==> src/rename_pkg.sv <==
// shared sizes, instruction enums and slot structs for the rename stage and its testbench
`default_nettype none

package rename_pkg;

  localparam int ARCH_REG_W     = 5;
  localparam int PHYS_TAG_W     = 6;
  localparam int PHYS_REGS      = 64;
  // tags below this one hold the reset mapping of x0..x31
  localparam int FIRST_FREE_TAG = 32;

  // UNKNOWN marks an empty slot
  typedef enum logic [5:0] {
    UNKNOWN = 6'd0,
    LUI, AUIPC, JAL, JALR,
    BEQ, BNE, BLT, BGE, BLTU, BGEU,
    LB, LH, LW, LBU, LHU,
    SB, SH, SW,
    ADDI, SLTI, SLTIU, XORI, ORI, ANDI, SLLI, SRLI, SRAI,
    ADD, SUB, SLL, SLT, SLTU, XOR, SRL, SRA, OR, AND
  } instr_name_t;

  typedef enum logic [2:0] {
    R, I, S, B, U, J
  } instr_type_t;

  typedef struct packed {
    logic writes;
    logic jumps;
    logic tag;
  } flags_t;

  // architectural indexes on input, physical tags on output
  typedef struct packed {
    logic [PHYS_TAG_W-1:0] rs_1;
    logic [PHYS_TAG_W-1:0] rs_2;
    logic [PHYS_TAG_W-1:0] rd;
    logic [PHYS_TAG_W-1:0] rn;
  } regs_t;

  typedef struct packed {
    logic [31:0] address;
    logic [31:0] immediate;
    instr_name_t instr_name;
    instr_type_t instr_type;
    regs_t       regs;
    flags_t      flags;
  } instr_info_t;

  typedef struct packed {
    logic [PHYS_TAG_W-1:0] rs_1;
    logic [PHYS_TAG_W-1:0] rs_2;
    logic [PHYS_TAG_W-1:0] rn;
  } query_t;

  typedef struct packed {
    logic                  valid;
    logic [PHYS_TAG_W-1:0] tag;
  } release_t;

endpackage

`default_nettype wire

==> src/free_list.sv <==
// circular FIFO of free physical tags, grants up to two per cycle and takes one release back
`timescale 1ns/1ps
`default_nettype none

module free_list
  import rename_pkg::*;
(
  input  wire                    i_clock,
  input  wire                    i_reset,
  input  wire                    i_alloc_req [2],
  input  release_t               i_release,
  output logic                   o_grant,
  output logic [PHYS_TAG_W-1:0]  o_new_tag [2]
);

  logic [PHYS_TAG_W-1:0] queue [PHYS_REGS];
  logic [PHYS_TAG_W-1:0] head;
  logic [PHYS_TAG_W-1:0] head_plus_one;
  logic [PHYS_TAG_W-1:0] tail;
  // one extra bit so a full list of 64 fits
  logic [PHYS_TAG_W:0]   count;
  logic [1:0]            n_req;
  logic [1:0]            n_pop;

  always_comb begin
    n_req         = {1'b0, i_alloc_req[0]} + {1'b0, i_alloc_req[1]};
    o_grant       = count >= (PHYS_TAG_W + 1)'(n_req);
    n_pop         = o_grant ? n_req : 2'd0;
    head_plus_one = head + PHYS_TAG_W'(1);
    // tags leave in order, a lone slot 1 request takes the head
    o_new_tag[0]  = queue[head];
    o_new_tag[1]  = i_alloc_req[0] ? queue[head_plus_one] : queue[head];
  end

  always_ff @(posedge i_clock) begin
    if (i_reset) begin
      for (int t = 0; t < PHYS_REGS - FIRST_FREE_TAG; t++) begin
        queue[t] <= PHYS_TAG_W'(FIRST_FREE_TAG + t);
      end
      head  <= '0;
      tail  <= PHYS_TAG_W'(PHYS_REGS - FIRST_FREE_TAG);
      count <= (PHYS_TAG_W + 1)'(PHYS_REGS - FIRST_FREE_TAG);
    end else begin
      if (i_release.valid) begin
        queue[tail] <= i_release.tag;
        tail        <= tail + PHYS_TAG_W'(1);
      end
      head  <= head + PHYS_TAG_W'(n_pop);
      // a release this cycle becomes visible to grant next cycle
      count <= count - (PHYS_TAG_W + 1)'(n_pop) + (PHYS_TAG_W + 1)'(i_release.valid);
    end
  end

endmodule

`default_nettype wire

==> src/rename_resolver.sv <==
// registers the renamed pair, forwards slot 0 rd into slot 1 sources and sets speculation tags
`timescale 1ns/1ps
`default_nettype none

module rename_resolver
  import rename_pkg::*;
(
  input  wire          i_clock,
  input  wire          i_reset,
  input  instr_info_t  i_instr_info [2],
  input  query_t       i_query [2],
  input  wire          i_grant,
  input  wire          i_tag,
  output instr_info_t  o_instr_info [2],
  output logic         o_panic
);

  instr_info_t resolved [2];
  logic        valid [2];

  // slot 1 depends on slot 0 when slot 0 really produces that register
  function automatic logic match_regs(
    input logic                  writes,
    input logic [PHYS_TAG_W-1:0] rd,
    input logic [PHYS_TAG_W-1:0] rs
  );
    return writes && (rd != '0) && (rd == rs);
  endfunction

  // two jumps in one pair cannot be tagged with a single speculation bit
  always_comb begin
    o_panic = i_instr_info[0].flags.jumps && i_instr_info[1].flags.jumps;
  end

  always_comb begin
    for (int s = 0; s < 2; s++) begin
      valid[s]              = i_instr_info[s].instr_name != UNKNOWN;
      resolved[s]           = i_instr_info[s];
      resolved[s].regs.rs_1 = i_query[s].rs_1;
      resolved[s].regs.rs_2 = i_query[s].rs_2;
      resolved[s].regs.rn   = i_query[s].rn;
    end

    // intra-pair dependency, the table has not seen slot 0's new tag yet
    if (match_regs(i_instr_info[0].flags.writes, i_instr_info[0].regs.rd,
                   i_instr_info[1].regs.rs_1)) begin
      resolved[1].regs.rs_1 = i_query[0].rn;
    end
    if (match_regs(i_instr_info[0].flags.writes, i_instr_info[0].regs.rd,
                   i_instr_info[1].regs.rs_2)) begin
      resolved[1].regs.rs_2 = i_query[0].rn;
    end

    // a jump starts the speculative region, whatever follows it gets tag 1
    resolved[0].flags.tag = i_instr_info[0].flags.jumps ? 1'b0 : i_tag;
    if (i_instr_info[1].flags.jumps) begin
      resolved[1].flags.tag = 1'b0;
    end else if (i_instr_info[0].flags.jumps) begin
      resolved[1].flags.tag = 1'b1;
    end else begin
      resolved[1].flags.tag = i_tag;
    end
  end

  always_ff @(posedge i_clock) begin
    if (i_reset) begin
      o_instr_info[0] <= '0;
      o_instr_info[1] <= '0;
    end else if ((!valid[0] && !valid[1]) || !i_grant) begin
      // bubble, the source has to present the pair again
      o_instr_info[0] <= '0;
      o_instr_info[1] <= '0;
    end else if (!o_panic) begin
      for (int s = 0; s < 2; s++) begin
        o_instr_info[s] <= valid[s] ? resolved[s] : '0;
      end
    end
    // on panic the previous pair is held
  end

endmodule

`default_nettype wire

==> src/rename_stage.sv <==
// top of the two-wide rename stage, joins alias table, free list and pair resolver
`timescale 1ns/1ps
`default_nettype none

module rename_stage
  import rename_pkg::*;
(
  input  wire          i_clock,
  input  wire          i_reset,
  input  instr_info_t  i_instr_info [2],
  input  wire          i_tag,
  input  release_t     i_release,
  output instr_info_t  o_instr_info [2],
  output logic         o_panic,
  output logic         o_stall
);

  logic                  panic;
  logic                  grant;
  logic                  alloc_req [2];
  logic [PHYS_TAG_W-1:0] new_tag [2];
  query_t                query [2];

  rename_table u_rename_table (
    .i_clock      (i_clock),
    .i_reset      (i_reset),
    .i_instr_info (i_instr_info),
    .i_panic      (panic),
    .i_grant      (grant),
    .i_new_tag    (new_tag),
    .o_alloc_req  (alloc_req),
    .o_query      (query)
  );

  free_list u_free_list (
    .i_clock     (i_clock),
    .i_reset     (i_reset),
    .i_alloc_req (alloc_req),
    .i_release   (i_release),
    .o_grant     (grant),
    .o_new_tag   (new_tag)
  );

  rename_resolver u_rename_resolver (
    .i_clock      (i_clock),
    .i_reset      (i_reset),
    .i_instr_info (i_instr_info),
    .i_query      (query),
    .i_grant      (grant),
    .i_tag        (i_tag),
    .o_instr_info (o_instr_info),
    .o_panic      (panic)
  );

  assign o_panic = panic;
  // not enough free tags for this pair
  assign o_stall = !grant;

endmodule

`default_nettype wire

==> src/rename_table.sv <==
// register alias table mapping architectural registers to physical tags, queried per slot
`timescale 1ns/1ps
`default_nettype none

module rename_table
  import rename_pkg::*;
(
  input  wire                    i_clock,
  input  wire                    i_reset,
  input  instr_info_t            i_instr_info [2],
  input  wire                    i_panic,
  input  wire                    i_grant,
  input  wire [PHYS_TAG_W-1:0]   i_new_tag [2],
  output logic                   o_alloc_req [2],
  output query_t                 o_query [2]
);

  logic [PHYS_TAG_W-1:0] map [2**ARCH_REG_W];

  // a slot needs a fresh tag only if it is live, writes and targets something other than x0
  always_comb begin
    for (int s = 0; s < 2; s++) begin
      o_alloc_req[s] = (i_instr_info[s].instr_name != UNKNOWN) &&
                       i_instr_info[s].flags.writes &&
                       (i_instr_info[s].regs.rd != '0) &&
                       !i_panic;
    end
  end

  // source lookups see the map as it was before this pair
  always_comb begin
    for (int s = 0; s < 2; s++) begin
      o_query[s].rs_1 = map[i_instr_info[s].regs.rs_1[ARCH_REG_W-1:0]];
      o_query[s].rs_2 = map[i_instr_info[s].regs.rs_2[ARCH_REG_W-1:0]];
      if (o_alloc_req[s] && i_grant) begin
        o_query[s].rn = i_new_tag[s];
      end else begin
        o_query[s].rn = '0;
      end
    end
  end

  // slot 1 is written last so it wins when both slots share rd
  always_ff @(posedge i_clock) begin
    if (i_reset) begin
      for (int r = 0; r < 2**ARCH_REG_W; r++) begin
        map[r] <= PHYS_TAG_W'(r);
      end
    end else if (i_grant) begin
      for (int s = 0; s < 2; s++) begin
        if (o_alloc_req[s]) begin
          map[i_instr_info[s].regs.rd[ARCH_REG_W-1:0]] <= i_new_tag[s];
        end
      end
    end
  end

endmodule

`default_nettype wire

==> config.mk <==
export PLATFORM = sky130hd
export DESIGN_NAME = rename_stage
export DESIGN_NICKNAME = d
export VERILOG_FILES = /design/src/rename_pkg.sv /design/src/free_list.sv /design/src/rename_resolver.sv /design/src/rename_stage.sv /design/src/rename_table.sv
export SDC_FILE = /design/constraint.sdc
export NUM_CORES = 2
export LEC_CHECK = 0
export ABC_CLOCK_PERIOD_IN_PS = 6700
export BUFFER_PORTS_ARGS = -buffer_cell sky130_fd_sc_hd__buf_4
export CAP_MARGIN = 30
export CORE_ASPECT_RATIO = 0.8
export CORE_UTILIZATION = 40
export DETAILED_ROUTE_END_ITERATION = 10
export GPL_TIMING_DRIVEN = 0
export PLACE_DENSITY_LB_ADDON = 0.2
export SYNTH_ARGS = -nofsm -noshare
export SYNTH_HDL_FRONTEND = slang
export SYNTH_SLANG_ARGS = --single-unit
==> constraint.sdc <==
create_clock -name i_clock -period 6.7 [get_ports i_clock]
set_input_delay 0.335 -clock i_clock [delete_from_list [all_inputs] [get_ports i_clock]]
set_output_delay 0.335 -clock i_clock [all_outputs]
set_load 0.005 [all_outputs]
==> impl_metrics.env <==
export IMPL_switchingPower_mw=5.66
export IMPL_hold_viol_final=0
export IMPL_drive_gt1_share_pct=28.5
export IMPL_leakage_nw=17.6
export IMPL_fp_dieH_um=297
export IMPL_clk_pin_slew_ns=0.06
export IMPL_grtUsageTotal_pct=36.1
export IMPL_drt_first_pass_iters=9
export IMPL_dieArea_mm2=0.110
export IMPL_path_class="input pin to flop"
export IMPL_num_rows=107
export IMPL_initial_core_util_pct=40.7
export IMPL_synthMuxAreaShare_pct=24.0
export IMPL_ant_nets=0
export IMPL_drc=0
export IMPL_netlist_instances=3359
export IMPL_synth_top_family_by_area="multiplexers"
export IMPL_seqPwrFrac_pct=35.8
export IMPL_vdd_ir_drop_max_mv=0.195
export IMPL_synthAdderAreaFrac_pct=0.723
export IMPL_crit_path_start_kind="input pin"
export IMPL_grt_remaining_overflow=0
export IMPL_setup_viol_count_final=0
export IMPL_synth_warnings=0
export IMPL_synthFlopType="edfxtp_1"
export IMPL_ys_types=93
export IMPL_async_reset_ff_share_pct=0
export IMPL_ys_seq_area_share_pct=49.7
export IMPL_synth_edf_count=576
export IMPL_routed_wl_mm=202
export IMPL_synth_compound_area_share_pct=10.4
export IMPL_worst_pin_slew_ns=1.16
export IMPL_crit_fanout=10
export IMPL_crit_required_ns=7.02
export IMPL_syn2layout_area_growth_pct=22.1
export IMPL_via_count=37200
export IMPL_synth_seq_cells=795
export IMPL_hold_ws_ns=0.114
export IMPL_root_buffer="clkbuf_16"
export IMPL_antenna_found_initial=4
export IMPL_cts_tree="built"
export IMPL_power_mw=16.1
export IMPL_pwr_share_clk_pct=31.2
export IMPL_ios=412
export IMPL_hp_class="input pin to flop"
export IMPL_synthXorXnorAreaFrac_pct=0.622
export IMPL_timing_final_crit_share_pct=97.4
export IMPL_synth_area_mm2=0.0436
export IMPL_max_cap_viol_count=0
export IMPL_comb_power_share_pct=33.0
export IMPL_status="complete, no violations"
export IMPL_first_global_vias=35100
export IMPL_viasPerCell=6.73
export IMPL_die_w_um=371
export IMPL_fmax_ghz=0.153
export IMPL_worstPathArrival_ns=6.84
export IMPL_finalSetupTns_ns=0
export IMPL_h_tree_depth=3
export IMPL_clock_skew_ns=0.0580
export IMPL_gp_congestion=1.05
export IMPL_worstSetupEndpointType="flop"
export IMPL_period_minus_slack_ns=6.53
export IMPL_wl_per_cell_um=36.6
export IMPL_synth_simple_area_share_pct=10.6
export IMPL_maxSlewHeadroom_pct=22.8
export IMPL_synth_area_per_cell_um2=13.0
export IMPL_fillers=9436
export IMPL_core_mm2=0.107
export IMPL_p_int_mw=10.4
export IMPL_grt_pass1_wl_mm=277
export IMPL_clk_path_buf_depth=3
export IMPL_cts_buffers=87
export IMPL_cts_num_sinks=795
export IMPL_synth_nets=3593
export IMPL_nets=4269
export IMPL_swShare_pct=35.2
export IMPL_io_buffers=377
export IMPL_grt_max_degree=43
export IMPL_slew_violations=0
export IMPL_dp_hpwl_mm=155
export IMPL_rsz0062_at_grt="no"
export IMPL_drt_iter0_markers=6045
export IMPL_cts_setup_buffers=0
export IMPL_clk_latency_ns=0.73
export IMPL_powerDensity_mw_per_mm2=301
layout make-up:
class                      instances  area (um^2)  area share [%]
clock buffer                     114         2410            4.52
buffer                           334         1600            3.00
sequential                       795        21700            40.7
multi-input combinational       2199        20300            38.0
timing repair buffer             587         4970            9.32
tap                             1417         1770            3.33
antenna                            1         2.50         0.00470
clock inverter                    47          482           0.904
inverter                          31          116           0.218
synthesized netlist by cell type (all sizes together), types with 22 or more instances:
cell	instances	share of area, %
nor2	185	1.6
clkbuf	208	1.8
a21oi	210	2.5
inv	31	0.27
mux4	425	22
o21ai	64	0.76
ha	22	0.63
buf	126	1.9
nor3	74	0.85
a2111oi	28	0.96
a22oi	62	1.1
and2	29	0.42
or3	77	1.1
o22ai	104	1.5
nand2	338	2.9
dfxtp	219	10
edfxtp	576	40
nand3	175	2.1
mux2i	77	1.8
power by group through the flow:
stage | Combinational [mW] | Clock, mW | Sequential (mW)
finish | 5.30 | 5.01 | 5.75
global route | 5.42 | 5.18 | 5.77
CTS | 5.13 | 5.00 | 5.74
detailed placement | 5.03 | 0 | 5.84
global placement | 5.00 | 0 | 5.83
floorplan | 2.88 | 0 | 5.78
cells in the final DEF, fill, tap and decap left out, types with 12 or more instances in the layout:
master	netlist	final
and3_1	12	12
o22ai_1	104	104
nand2_1	334	334
mux2_2	13	13
clkinv_2	0	18
dfxtp_1	219	219
mux4_2	425	425
a22oi_1	61	61
clkbuf_16	0	89
o21ai_0	56	56
or3_1	77	77
dlygate4sd3_1	0	157
nand3_1	171	171
buf_4	26	409
a21oi_1	206	206
buf_1	26	26
nand4_1	15	15
edfxtp_1	576	576
nor3_1	74	74
a221o_1	14	14
xor2_1	13	13
xnor2_1	18	18
or2_2	13	13
nor2b_1	15	15
o211ai_1	19	19
ha_1	22	22
buf_8	2	28
buf_6	21	24
inv_1	27	27
and2_1	27	27
mux2i_1	77	77
nor2_1	185	185
clkbuf_1	208	223
a2bb2oi_1	19	19
buf_2	51	66
state kept, by name, indices dropped and copies added (netlist names):
signal,count
u_free_list.count,7
u_free_list.head,6
u_free_list.queue,384
u_free_list.tail,6
u_rename_resolver.o_instr_info,200
u_rename_table.map,192
critical path, cell delays in order:
cell and delay [ns]:
dlygate4sd3_1 0.57, buf_4 0.12, nor2_1 0.07, a31oi_1 0.65
nand2_2 0.37, inv_2 0.23, buf_2 0.36, clkbuf_2 0.49
ha_1 0.25, inv_1 0.05, ha_1 0.27, nor2b_1 0.14
nand4_1 0.15, and2_1 0.18, buf_2 0.22, buf_4 0.25
a21oi_2 0.40, nand2_1 0.34, nor3_1 0.88, or3_1 0.50
final timing paths:
check | slack, ns | startpoint | end | cells past startpoint
worst max-delay path | 0.17 | i_instr_info[133] | u_rename_table.map[3][5] | 20
worst min-delay path | 0.11 | i_instr_info[101] | u_rename_resolver.o_instr_info[0] | 5
worst max register to register | 1.39 | u_free_list.head[1] | u_rename_table.map[0][0] | 11
worst min register to register | 0.45 | u_rename_resolver.o_instr_info[148] | u_rename_resolver.o_instr_info[148] | 2
kinds of logic after synthesis:
kind of cell | Yosys count
compound gates | 646
xor+xnor | 31
fa+ha+maj | 24
buf+inv | 365
flops | 795
mux | 515
simple gates | 983
what timing repair did:
item	CTS	global route
endpoints found under the hold margin	157	0
hold buffers	157	0
endpoints found under the setup margin	0	18
gates resized for setup	0	3
routing by layer:
metal,vias to the layer above,GRT usage [%],wire length [um]
met5,-,0,41
met4,6,12.7,8600
met3,470,18.3,34100
met2,3134,48.9,81800
met1,18800,49.3,77900
li1,14700,-,-
through the flow:
stage | util [%] | setup WS, ns | std cells | cell area, um^2
finish | 49.7 | 0.175 | 5525 | 53300
global route | 49.7 | 0.0961 | 5525 | 53300
CTS | 49.6 | 0.0715 | 5515 | 53200
detailed placement | 45.4 | -0.337 | 5197 | 48700
global placement | 45.0 | -0.512 | 5153 | 48200
floorplan | - | 1.52 | 3359 | 43600
(Power assumes the default switching activity.)
